==> src/source/bridge_pkg.sv <==
// Shared word, field and segment types plus command word field positions

package bridge_pkg;

	// ====================
	// Word and field types
	// ====================

	// One FIFO word, both directions
	typedef logic [31:0] fifo_word_t;

	// Command number, low nibble of the word
	typedef logic [3:0] cmd_t;

	// X or y argument
	typedef logic [13:0] coord_t;

	// Seven-segment pattern
	// Active low, bit 0 drives segment a, bit 6 segment g
	typedef logic [6:0] seg_t;

	// ====================
	// Field positions
	// ====================

	// Word layout, LSB first
	//   [3:0]   command
	//   [17:4]  x argument
	//   [31:18] y argument
	parameter int CMD_LSB = 0;
	parameter int X_LSB = 4;
	parameter int Y_LSB = 18;

endpackage : bridge_pkg

==> src/source/hex_digit.sv <==
// Active-low seven-segment decoder for one hex nibble

`timescale 1ns/1ps

module hex_digit (
	input  logic [3:0]       nibble,
	output bridge_pkg::seg_t segments
);

	// Bit order g f e d c b a, zero lights the segment
	always_comb begin
		case (nibble)
			4'h0: segments = 7'b1000000;
			4'h1: segments = 7'b1111001;
			4'h2: segments = 7'b0100100;
			4'h3: segments = 7'b0110000;
			4'h4: segments = 7'b0011001;
			4'h5: segments = 7'b0010010;
			4'h6: segments = 7'b0000010;
			4'h7: segments = 7'b1111000;
			4'h8: segments = 7'b0000000;
			4'h9: segments = 7'b0010000;
			// Letters, b and d in lower case
			4'hA: segments = 7'b0001000;
			4'hB: segments = 7'b0000011;
			4'hC: segments = 7'b1000110;
			4'hD: segments = 7'b0100001;
			4'hE: segments = 7'b0000110;
			4'hF: segments = 7'b0001110;
			default: segments = 7'b1111111;
		endcase
	end

endmodule : hex_digit

==> src/source/hps_fifo_reader.sv <==
// HPS-to-FPGA FIFO read state machine, word buffer and buffer-valid flag

`timescale 1ns/1ps

module hps_fifo_reader (
	input  logic                   CLOCK_50,
	input  logic                   rst_n,
	input  logic                   rx_empty,
	input  bridge_pkg::fifo_word_t rx_data,
	input  logic                   echo_taken,
	output logic                   rx_read,
	output bridge_pkg::fifo_word_t cmd_word,
	output logic                   cmd_valid,
	output logic                   echo_valid
);

	// ====================
	// Read state machine
	// ====================

	typedef enum logic [1:0] {
		AWAIT,
		DELAY_READ,
		READ,
		DELAY_AWAIT
	} reader_state_t;

	reader_state_t state;

	// One word in flight at a time
	// echo_valid doubles as the buffer-full flag that blocks new reads
	always_ff @(posedge CLOCK_50 or negedge rst_n) begin
		if (!rst_n) begin
			state <= AWAIT;
			rx_read <= 1'b0;
			cmd_valid <= 1'b0;
			echo_valid <= 1'b0;
		end else begin
			// Single-cycle strobe by default
			cmd_valid <= 1'b0;

			// Writer has copied the buffer out
			if (echo_taken) begin
				echo_valid <= 1'b0;
			end

			case (state)
				AWAIT: begin
					// Word waiting and buffer free
					if (!rx_empty && !echo_valid) begin
						rx_read <= 1'b1;
						state <= DELAY_READ;
					end
				end
				DELAY_READ: begin
					// Drop the pop strobe before the data shows up
					rx_read <= 1'b0;
					state <= READ;
				end
				READ: begin
					// rx_data settled, buffer loads below
					state <= DELAY_AWAIT;
				end
				DELAY_AWAIT: begin
					// Hand the word to writer and display
					echo_valid <= 1'b1;
					cmd_valid <= 1'b1;
					state <= AWAIT;
				end
				default: begin
					state <= AWAIT;
				end
			endcase
		end
	end

	// ====================
	// Word buffer
	// ====================

	// Captured two cycles after the pop
	always_ff @(posedge CLOCK_50) begin
		if (state == READ) begin
			cmd_word <= rx_data;
		end
	end

endmodule : hps_fifo_reader

==> src/source/hps_fifo_writer.sv <==
// FPGA-to-HPS FIFO write state machine with full-level stall

`timescale 1ns/1ps

module hps_fifo_writer (
	input  logic                   CLOCK_50,
	input  logic                   rst_n,
	input  logic                   echo_valid,
	input  bridge_pkg::fifo_word_t echo_word,
	input  logic                   tx_full,
	output logic                   echo_taken,
	output bridge_pkg::fifo_word_t tx_data,
	output logic                   tx_write
);

	// ====================
	// Write state machine
	// ====================

	typedef enum logic [1:0] {
		IDLE,
		WRITE,
		DONE
	} writer_state_t;

	writer_state_t state;

	// Push only when space exists
	// The reader keeps its buffer while tx_full holds us in IDLE
	wire start_write = (state == IDLE) && echo_valid && !tx_full;

	always_ff @(posedge CLOCK_50 or negedge rst_n) begin
		if (!rst_n) begin
			state <= IDLE;
			tx_write <= 1'b0;
			echo_taken <= 1'b0;
		end else begin
			case (state)
				IDLE: begin
					if (start_write) begin
						tx_write <= 1'b1;
						state <= WRITE;
					end
				end
				WRITE: begin
					// One push only, then release the buffer
					tx_write <= 1'b0;
					echo_taken <= 1'b1;
					state <= DONE;
				end
				DONE: begin
					// echo_valid drops on this edge
					echo_taken <= 1'b0;
					state <= IDLE;
				end
				default: begin
					state <= IDLE;
				end
			endcase
		end
	end

	// Outgoing data, loaded with the strobe
	always_ff @(posedge CLOCK_50) begin
		if (start_write) begin
			tx_data <= echo_word;
		end
	end

endmodule : hps_fifo_writer

==> src/source/command_display.sv <==
// Command word unpacking, command counter, LED and six-digit display drive

`timescale 1ns/1ps

module command_display (
	input  logic                   CLOCK_50,
	input  logic                   rst_n,
	input  logic                   cmd_valid,
	input  bridge_pkg::fifo_word_t cmd_word,
	output logic [3:0]             ledr,
	output bridge_pkg::seg_t       hex0,
	output bridge_pkg::seg_t       hex1,
	output bridge_pkg::seg_t       hex2,
	output bridge_pkg::seg_t       hex3,
	output bridge_pkg::seg_t       hex4,
	output bridge_pkg::seg_t       hex5
);

	import bridge_pkg::*;

	// ====================
	// Latched fields
	// ====================

	cmd_t       cmd_q;
	coord_t     x_q;
	coord_t     y_q;
	logic [3:0] cmd_count;

	// Unpack on the buffer strobe
	// Counter wraps after 16 commands
	always_ff @(posedge CLOCK_50 or negedge rst_n) begin
		if (!rst_n) begin
			cmd_q <= '0;
			x_q <= '0;
			y_q <= '0;
			cmd_count <= 4'd0;
		end else if (cmd_valid) begin
			cmd_q <= cmd_word[CMD_LSB +: $bits(cmd_t)];
			x_q <= cmd_word[X_LSB +: $bits(coord_t)];
			y_q <= cmd_word[Y_LSB +: $bits(coord_t)];
			cmd_count <= cmd_count + 4'd1;
		end
	end

	// Command on the low LEDs
	assign ledr = cmd_q;

	// ====================
	// Digits
	// ====================

	// Command and count on the right
	hex_digit u_hex0 (.nibble(cmd_q), .segments(hex0));
	hex_digit u_hex1 (.nibble(cmd_count), .segments(hex1));

	// Low byte of x
	hex_digit u_hex2 (.nibble(x_q[3:0]), .segments(hex2));
	hex_digit u_hex3 (.nibble(x_q[7:4]), .segments(hex3));

	// Low byte of y
	hex_digit u_hex4 (.nibble(y_q[3:0]), .segments(hex4));
	hex_digit u_hex5 (.nibble(y_q[7:4]), .segments(hex5));

endmodule : command_display

==> src/source/command_bridge_top.sv <==
// Top level joining FIFO reader, FIFO writer and command display

`timescale 1ns/1ps

module command_bridge_top (
	input  logic                   CLOCK_50,
	input  logic                   rst_n,
	// HPS-to-FPGA FIFO
	input  bridge_pkg::fifo_word_t rx_data,
	input  logic                   rx_empty,
	output logic                   rx_read,
	// FPGA-to-HPS FIFO
	input  logic                   tx_full,
	output bridge_pkg::fifo_word_t tx_data,
	output logic                   tx_write,
	// Board outputs
	output logic [3:0]             ledr,
	output bridge_pkg::seg_t       hex0,
	output bridge_pkg::seg_t       hex1,
	output bridge_pkg::seg_t       hex2,
	output bridge_pkg::seg_t       hex3,
	output bridge_pkg::seg_t       hex4,
	output bridge_pkg::seg_t       hex5
);

	import bridge_pkg::*;

	// ====================
	// Internal links
	// ====================

	fifo_word_t cmd_word;
	logic       cmd_valid;
	logic       echo_valid;
	logic       echo_taken;

	// Pops one word, holds it until echoed
	hps_fifo_reader u_reader (
		.CLOCK_50   (CLOCK_50),
		.rst_n      (rst_n),
		.rx_empty   (rx_empty),
		.rx_data    (rx_data),
		.echo_taken (echo_taken),
		.rx_read    (rx_read),
		.cmd_word   (cmd_word),
		.cmd_valid  (cmd_valid),
		.echo_valid (echo_valid)
	);

	// Echo path back to the HPS
	hps_fifo_writer u_writer (
		.CLOCK_50   (CLOCK_50),
		.rst_n      (rst_n),
		.echo_valid (echo_valid),
		.echo_word  (cmd_word),
		.tx_full    (tx_full),
		.echo_taken (echo_taken),
		.tx_data    (tx_data),
		.tx_write   (tx_write)
	);

	// LEDs and seven-segment digits
	command_display u_display (
		.CLOCK_50  (CLOCK_50),
		.rst_n     (rst_n),
		.cmd_valid (cmd_valid),
		.cmd_word  (cmd_word),
		.ledr      (ledr),
		.hex0      (hex0),
		.hex1      (hex1),
		.hex2      (hex2),
		.hex3      (hex3),
		.hex4      (hex4),
		.hex5      (hex5)
	);

endmodule : command_bridge_top

==> config.mk <==
export PLATFORM = sky130hd
export DESIGN_NAME = command_bridge_top
export DESIGN_NICKNAME = d
export VERILOG_FILES = /design/src/source/bridge_pkg.sv /design/src/source/hex_digit.sv /design/src/source/hps_fifo_reader.sv /design/src/source/hps_fifo_writer.sv /design/src/source/command_display.sv /design/src/source/command_bridge_top.sv
export SDC_FILE = /design/constraint.sdc
export NUM_CORES = 1
export LEC_CHECK = 0
export BUFFER_PORTS_ARGS = -buffer_cell sky130_fd_sc_hd__buf_4
export CAP_MARGIN = 5
export CELL_PAD_IN_SITES_DETAIL_PLACEMENT = 1
export CELL_PAD_IN_SITES_GLOBAL_PLACEMENT = 2
export CORE_AREA = 2 2 131 133
export CTS_BUF_LIST = sky130_fd_sc_hd__clkbuf_4 sky130_fd_sc_hd__clkbuf_8
export DETAILED_ROUTE_END_ITERATION = 8
export DIE_AREA = 0 0 133 135
export PLACE_DENSITY = 0.75
export SYNTH_ARGS = -nofsm -noshare
export SYNTH_HDL_FRONTEND = slang
export SYNTH_SLANG_ARGS = --single-unit
==> constraint.sdc <==
create_clock -name CLOCK_50 -period 4.8 [get_ports CLOCK_50]
set_input_delay 0.96 -clock CLOCK_50 [delete_from_list [all_inputs] [get_ports CLOCK_50]]
set_output_delay 0.96 -clock CLOCK_50 [all_outputs]
set_load 0.02 [all_outputs]
### Word-level counts from Yosys, hierarchy flattened

Memories as Yosys holds them, arrays and structs flattened.
Index checks and enable logic that the tools add are counted.

* reduce and logical (&&, ||, !) cells: 14
* add/sub/neg operators: 1
* equal/unequal tests: 7
* mux-type cells: 12

Operator list (number)
* $pmux W2 S4: 1
* $reduce_bool A2 Y1: 4
* $eq A2 B2 Y1 const B: 3
* $pmux W1 S2: 3
* $mux W1: 5
* $add A4 B1 Y4 const B: 1
* $eq A2 B1 Y1 const B: 2
* $logic_not A2 Y1: 2
* $mux W2: 2
* $ne A2 B1 Y1 const B: 2
* $pmux W2 S2: 1
* $reduce_and A2 Y1: 2
* $logic_and A1 B1 Y1: 3
* $logic_not A1 Y1: 3

* memories kept: 6
* register bits after elaboration: 97
* ROM bits: 672

Memory list
* (name not given): depth 16, bits a word 7, read ports 1, clocked after Yosys merged registers in 0, write ports 0, line hex_digit.sv:12 `case (nibble)`
* (name not given): depth 16, bits a word 7, read ports 1, clocked after Yosys merged registers in 0, write ports 0, line hex_digit.sv:12
* (name not given): depth 16, bits a word 7, read ports 1, clocked after Yosys merged registers in 0, write ports 0, line hex_digit.sv:12
* (name not given): depth 16, bits a word 7, read ports 1, clocked after Yosys merged registers in 0, write ports 0, line hex_digit.sv:12
* (name not given): depth 16, bits a word 7, read ports 1, clocked after Yosys merged registers in 0, write ports 0, line hex_digit.sv:12
* (name not given): depth 16, bits a word 7, read ports 1, clocked after Yosys merged registers in 0, write ports 0, line hex_digit.sv:12

### Logic depth before layout (Yosys ltp)

Gate-level depths: netlist of run 1.

* word-level depth: 5
* gate-level depth with buffers: 5

### Modules after synthesis

A second synthesis of run 1 with hierarchy kept.

* cells, all modules: 358
* area total of the unflattened synthesis: 5122.4 um^2

Modules (own cells, without submodules)
* hex_digit (u_display.u_hex1 ...): sequential area each 0.0 um^2, area each 275.3 um^2, cells an instance 32, instances 5
* hps_fifo_reader: sequential area each 1086.0 um^2, area each 1248.7 um^2, cells an instance 57, instances 1
* hps_fifo_writer: sequential area each 1061.0 um^2, area each 1211.2 um^2, cells an instance 52, instances 1
* command_display: sequential area each 600.6 um^2, area each 1016.0 um^2, cells an instance 54, instances 1
* hex_digit (u_display.u_hex0): sequential area each 0.0 um^2, area each 270.3 um^2, cells an instance 35, instances 1

### Worst setup path after synthesis of run 1

Ideal clock, no wire load.

* kind: input-to-reg
* from: input tx_full
* to: register u_writer.tx_data[0], enable pin
* arrival: 2.500 ns
* slack: 1.879 ns
* buffers on the path: 0
* cell stages on the path: 2
* library setup time: 0.421 ns
* path through: nand2b_1 -> nor2_1

* longest elaborated chain between the ends: 2

RTL lines
* from (decl): line command_bridge_top.sv:13 `input logic tx_full,`
* $logic_not A1 Y1: line hps_fifo_writer.sv:30 `wire start_write = (state == IDLE) && echo_valid && !tx_full;`
* $logic_and A1 B1 Y1: line hps_fifo_writer.sv:30
* named net u_writer.start_write: line hps_fifo_writer.sv:30
* to (signal assigned): line hps_fifo_writer.sv:66 `tx_data <= echo_word;`
* to (decl): line hps_fifo_writer.sv:12 `output bridge_pkg::fifo_word_t tx_data,`

The timed path passes the listed nets, and every way through them passes these cells.
A chain may end at the register's enable or synchronous reset.

### Final worst setup path of run 1

* from: register u_display.cmd_count[0]
* to: output hex1[3]

* longest elaborated chain between the ends: 1

RTL lines
* from (decl): line command_display.sv:28 `logic [3:0] cmd_count;`
* from (signal assigned): line command_display.sv:42 `cmd_count <= cmd_count + 4'd1;`
* $mem_v2 Z16 W7
* to (decl): line command_bridge_top.sv:19 `output bridge_pkg::seg_t hex1,`

Every way passes these cells.

==> impl_metrics.json, run 1 <==
{
  "cts_tree": "built",
  "startpoint": "u_display.cmd_count[0]$_DFFE_PN0P_",
  "route.detailed.drc": 0,
  "p_seq_frac": 0.364,
  "finalNonFillerCells": 701,
  "cp-endpoint": "hex1[3]",
  "r2r-start": "u_writer.state[0]$_DFFE_PN0P_",
  "hold-worst-slack_ns": 0.424,
  "die_area_sq_um": 18000,
  "diodes": 0,
  "clkTransAtPathRegs_ns": 0.10,
  "initialDrtViolationCount": 83,
  "yosysTopAreaCell": "edfxtp_1",
  "cts-htree-levels": 3,
  "p_sw_mw": 1.88,
  "synth_most_common_cell": "edfxtp_1",
  "antenna_left": 0,
  "fin_worst_skew_ns": 0.0148,
  "synth_area_leaders": "edfxtp_1 39%, dfrtp_1 17%, ha_1 13%",
  "peakVddDrop_mv": 0.243,
  "gp_congestion": 0.768,
  "slew_violations": 0,
  "clock_latency_ns": 0.37,
  "fmaxAchievable_mhz": 331,
  "synth_nets": 450,
  "synth_area_sq_um": 4870,
  "finalSetupTns_ns": 0,
  "synth_area_per_cell_sq_um": 13.4,
  "end_kind": "output pin",
  "power_density_nw_per_um2": 704,
  "avgViaCountPerCell": 4.55,
  "dpl_cell_area_sq_um": 5930,
  "start_util": 0.297,
  "cts_root_buf": "clkbuf_8",
  "seq_area_sq_um": 2750,
  "drt_wl_total_um": 11200,
  "cts_resized": 0,
  "cap_violations": 0,
  "required_ns": 3.84,
  "finalHoldViolCount": 0,
  "ys_ff_latch": 97,
  "grt_antenna_before_repair": 0,
  "die-height_um": 135,
  "dp.cells": 685,
  "yosys-top-cells-count": "64 x edfxtp_1, 51 x ha_1, 33 x dfrtp_1, 33 x o21ai_0, 27 x inv_1",
  "multi_input_area_sq_um": 1930,
  "min_period_over_period": 0.629,
  "rrSetupSlack_ns": 2.79,
  "num_vias": 3192,
  "hp-class": "flop to flop",
  "cts.sinks": 97,
  "start_kind": "flop",
  "cts_setup_buffers": 0,
  "numCtsBuffers": 9,
  "worst-path-max-fanout": 9,
  "grt.overflow.total": 0,
  "fin_nets": 563,
  "drive_gt1_frac": 0.320,
  "die_w_um": 133,
  "period_minus_slack_ns": 3.02,
  "io_pins": 116,
  "leakagePower_nw": 2.65,
  "first_pass_iters": 6,
  "wire_per_inst_um": 15.9,
  "crit_type": "flop to output pin",
  "clockPowerShare": 0.115,
  "tightest_slew_ns": 0.976,
  "grt_setup_unrepaired": "false",
  "port_buffers": 115,
  "yosysWarnings": 0,
  "final_area_sq_um": 6110,
  "combinationalPowerShare": 0.522,
  "synth_cells": 363,
  "grt_pass1_wl_um": 18000,
  "outcome": "completed",
  "cts_hold_buf": 0,
  "fillers": 1755,
  "synth_enable_flop_cells": 64,
  "grt_usage": 0.127,
  "synth-seq-area-share": 0.564,
  "r2r_end": "u_writer.tx_data[26]$_DFFE_PP_",
  "critPathArrivalTime_ns": 2.06,
  "power_mw": 4.30,
  "relSlewSlack": 0.348,
  "swShare": 0.436,
  "ys.flop_type": "edfxtp_1",
  "dp_hpwl_um": 8170,
  "syn_to_final_growth_pct": 25.4,
  "yosysUniqueCellTypes": 37,
  "rows": 47,
  "clk_path_buf_depth": 2,
  "synth_top_cell_area_share": 0.395,
  "async_flop_share": 0.340,
  "worstRegToRegCells": 4,
  "grt_max_degree": 34,
  "p_int_mw": 2.42,
  "core_area_sq_um": 16400,
  "finalSetupViolCount": 0,
  "grt_pass1_vias": 3481
}
stage by stage:
stage / utilization / setup WS (ns)
floorplan: - / 1.88
global placement: 0.361 / 2.22
detailed placement: 0.361 / 2.16
CTS: 0.372 / 1.74
global route: 0.372 / 1.62
finish: 0.372 / 1.78
sequential cells by signal, indices dropped and copies added (netlist names):
name                 count
u_reader.state           2
u_reader.cmd_word       32
u_reader.rx_read         1
u_display.cmd_count      4
u_display.ledr           4
u_writer.tx_data        32
u_display.x_q            8
u_display.y_q            8
u_writer.state           2
u_writer.echo_taken      1
u_reader.cmd_valid       1
u_writer.tx_write        1
u_reader.echo_valid      1
how the worst min path moves through the flow:
stage / startpoint / depth (start not counted) / to
floorplan: u_reader.cmd_word[12]$_DFFE_PP_ / 0 / u_writer.tx_data[12]$_DFFE_PP_
global placement: u_reader.cmd_word[14]$_DFFE_PP_ / 0 / u_writer.tx_data[14]$_DFFE_PP_
detailed placement: u_reader.cmd_word[15]$_DFFE_PP_ / 0 / u_writer.tx_data[15]$_DFFE_PP_
CTS: u_reader.cmd_word[17]$_DFFE_PP_ / 0 / u_writer.tx_data[17]$_DFFE_PP_
global route: u_reader.cmd_word[17]$_DFFE_PP_ / 0 / u_writer.tx_data[17]$_DFFE_PP_
finish: u_reader.cmd_word[17]$_DFFE_PP_ / 0 / u_writer.tx_data[17]$_DFFE_PP_
layer usage:
layer	routed length (um)	GRT usage	up-vias
met2	5490	0.220	88
met4	87	0.0263	0
met1	4760	0.149	1577
li1	-	-	1520
met5	0	0	-
met3	817	0.0526	7
power by group through the flow:
| stage | clock (mW) | sequential [mW] | combinational, mW |
|---|---|---|---|
| after global routing | 0.551 | 1.63 | 2.46 |
| after global placement | 0 | 1.56 | 2.23 |
| after floorplan | 0 | 1.44 | 1.57 |
| final | 0.493 | 1.56 | 2.24 |
| after detailed placement | 0 | 1.59 | 2.28 |
| after CTS | 0.519 | 1.57 | 2.29 |
cells in the final DEF (no fill, tap or decap), types with 3 or more instances in the layout:
cell	synthesis	layout
edfxtp_1	64	64
or3b_1	4	4
a21oi_1	3	3
nand2b_1	5	5
nor2b_1	4	4
mux2_2	14	14
dfrtp_1	33	33
inv_1	27	27
mux4_1	3	3
buf_4	4	116
o21ai_1	3	3
a32o_1	4	4
mux2i_1	25	25
a22o_1	8	8
clkbuf_8	0	9
ha_1	51	50
nand2_1	20	20
or3_1	4	4
mux4_2	3	3
o31ai_1	4	4
nor2_1	17	16
o21ai_0	33	33
critical path, cell delays in order, from the launching register on:
cell and delay [ns]:
dfrtp_1 0.53, inv_1 0.16, ha_1 0.33, inv_1 0.05
mux4_1 0.47, buf_4 0.17
final cells by class:
type	count	area share
inverter	28	0.0172
tap	220	0.0451
multi-input combinational	224	0.316
clock buffer	9	0.0203
sequential	97	0.450
timing repair buffer	116	0.143
clock inverter	7	0.00881
logic make-up after synthesis:
| kind of cell | share of synthesized area |
|---|---|
| adder cells (fa/ha/maj) | 0.131 |
| AND/OR/NAND/NOR | 0.0627 |
| multiplexers | 0.114 |
| flip-flops | 0.564 |
| AO/OA/AOI/OAI | 0.0815 |
| XOR/XNOR | 0.00540 |
| buffers and inverters | 0.0411 |
Power figures use the tool's default switching activity.
==> run 2: changes to the inputs <==
--- a/config.mk
+++ b/config.mk
@@ -13,7 +13,7 @@
 export CTS_BUF_LIST = sky130_fd_sc_hd__clkbuf_4 sky130_fd_sc_hd__clkbuf_8
 export DETAILED_ROUTE_END_ITERATION = 8
 export DIE_AREA = 0 0 133 135
-export PLACE_DENSITY = 0.75
+export PLACE_DENSITY = 0.77
 export SYNTH_ARGS = -nofsm -noshare
 export SYNTH_HDL_FRONTEND = slang
 export SYNTH_SLANG_ARGS = --single-unit
==> constraint.sdc (replaced) <==
create_clock -name CLOCK_50 -period 2.7 [get_ports CLOCK_50]
set_input_delay 0.54 -clock CLOCK_50 [delete_from_list [all_inputs] [get_ports CLOCK_50]]
set_output_delay 0.54 -clock CLOCK_50 [all_outputs]
set_load 0.02 [all_outputs]
==> impl_metrics.json, run 2 (synthesis gave the netlist of run 1 again) <==
{
  "cts.sinks": 97,
  "clockPowerShare": 0.118,
  "wl_met2_um": 5220,
  "rows": 47,
  "peakVddDrop_mv": 0.486,
  "fin_nets": 567,
  "antenna_left": 0,
  "cp_slowest_cell": "mux4_1",
  "first_pass_iters": 6,
  "fillers": 1777,
  "end_kind": "output pin",
  "p_sw_mw": 3.34,
  "gp_congestion": 0.752,
  "start_kind": "flop",
  "crit_type": "flop to output pin",
  "crit_family": "multiplexers",
  "port_buffers": 115,
  "p_seq_frac": 0.355,
  "grt_setup_unrepaired": "false",
  "finalSetupTns_ns": 0,
  "crit_path_cell_trace": "inv_1 -> ha_1 -> inv_1 -> mux4_1 -> buf_4",
  "outcome": "completed",
  "grt_max_degree": 34,
  "fin_worst_skew_ns": 0.0127,
  "num_vias": 3167,
  "swShare": 0.435,
  "die_w_um": 133,
  "finalHoldViolCount": 0,
  "cts-htree-levels": 3,
  "wirelength_met1_um": 4790,
  "crit_top_cell": "inv_1",
  "p_int_mw": 4.34,
  "route.detailed.drc": 0,
  "worstRegToRegCells": 5,
  "dpl_cell_area_sq_um": 5960,
  "diodes": 0,
  "die_area_sq_um": 18000,
  "grt.overflow.total": 0,
  "cts_hold_buf": 0,
  "clkTransAtPathRegs_ns": 0.11,
  "min_period_over_period": 0.947,
  "cap_violations": 0,
  "avgViaCountPerCell": 4.49,
  "dp_hpwl_um": 8100,
  "tightest_slew_ns": 0.553,
  "grt_usage": 0.126,
  "core_area_sq_um": 16400,
  "clock_latency_ns": 0.38,
  "io_pins": 116,
  "highest_layer": "met4",
  "period_minus_slack_ns": 2.56,
  "required_ns": 2.16,
  "finalSetupViolCount": 0,
  "cts_tree": "built",
  "drive_gt1_frac": 0.328,
  "drt_wl_total_um": 11000,
  "leakagePower_nw": 2.67,
  "combinationalPowerShare": 0.527,
  "utilization": 0.374,
  "start_util": 0.297,
  "fmaxAchievable_mhz": 391,
  "grt_antenna_before_repair": 0,
  "largestRegisters": "u_reader.cmd_word: 32 flops, u_writer.tx_data: 32 flops",
  "grt_pass1_wl_um": 17700,
  "wire_per_inst_um": 15.6,
  "final_cell_mix": "120 x buf_4, 64 x edfxtp_1, 50 x ha_1",
  "final_area_sq_um": 6140,
  "relSlewSlack": 0.631,
  "power_density_nw_per_um2": 1250,
  "die-height_um": 135,
  "numCtsBuffers": 9,
  "initialDrtViolationCount": 88,
  "worst-path-max-fanout": 6,
  "cts_root_buf": "clkbuf_8",
  "crit_path_max_incr_delay_ns": 0.48,
  "final_common_cell": "buf_4",
  "hp-class": "primary input to asynchronous set/reset pin",
  "path_buf_inv": 3,
  "clk_path_buf_depth": 2,
  "slew_violations": 0,
  "crit_cells": 5,
  "critPathArrivalTime_ns": 2.02,
  "syn_to_final_growth_pct": 26.2,
  "wl_met3_um": 913,
  "grt_pass1_vias": 3331
}
[run 2: timing repair]
item / 4_1_cts / 5_1_grt
gates resized for setup: 0 / 1
setup buffers: 0 / 0
endpoints found under the hold margin: 0 / 0
endpoints found under the setup margin: 0 / 1
[run 2: final cells by class]
cell class | instances | area, sq um | area share
sequential | 97 | 2750 | 0.448
multi-input combinational | 224 | 1930 | 0.314
timing repair buffer | 120 | 901 | 0.147
tap | 220 | 275 | 0.0448
clock buffer | 9 | 124 | 0.0202
inverter | 28 | 105 | 0.0171
clock inverter | 7 | 57.6 | 0.00937
[run 2: worst reg2reg max path, stage by stage (launching register included)]
cell     delay [ns]
dfrtp_1        0.41
inv_1          0.11
ha_1           0.21
inv_1          0.08
nor2_4         0.39
buf_4          0.33
[run 2: worst paths after layout]
check                                                      to  slack [ns]                          startpoint
hold reg to reg                u_writer.tx_data[30]$_DFFE_PP_        0.43     u_reader.cmd_word[30]$_DFFE_PP_
setup / recovery                                      hex1[3]        0.14  u_display.cmd_count[1]$_DFFE_PN0P_
setup reg to reg               u_writer.tx_data[20]$_DFFE_PP_        0.86       u_writer.state[0]$_DFFE_PN0P_
max in group asynchronous  u_display.cmd_count[0]$_DFFE_PN0P_        2.22                               rst_n
hold / removal                   u_reader.rx_read$_DFFE_PN0P_        0.11                               rst_n
min in group CLOCK_50         u_reader.cmd_word[29]$_DFFE_PP_        0.33                         rx_data[29]
[run 2: layer usage]
metal | track usage | up-vias
met4 | 0.0251 | 0
met3 | 0.0604 | 5
met1 | 0.154 | 1543
met2 | 0.204 | 86
met5 | 0 | -
li1 | - | 1533
[run 2: metrics by stage]
stage | instances | setup slack, ns | hold WS (ns) | power [mW]
5_1_grt | 705 | 0.00336 | 0.119 | 8.30
3_5_place_dp | 689 | 0.457 | 0.407 | 6.89
2_1_floorplan | 363 | 0.199 | 0.244 | 5.35
6_report | 705 | 0.142 | 0.109 | 7.68
3_3_place_gp | 689 | 0.536 | 0.401 | 6.77
4_1_cts | 705 | 0.0174 | 0.101 | 7.82
[run 2: power by group through the flow]
stage | combinational, mW | sequential, mW | clock, mW
after CTS | 4.13 | 2.74 | 0.950
after detailed placement | 4.11 | 2.78 | 0
after global routing | 4.45 | 2.84 | 1.00
after floorplan | 2.79 | 2.56 | 0
after global placement | 4.03 | 2.74 | 0
final | 4.05 | 2.73 | 0.904
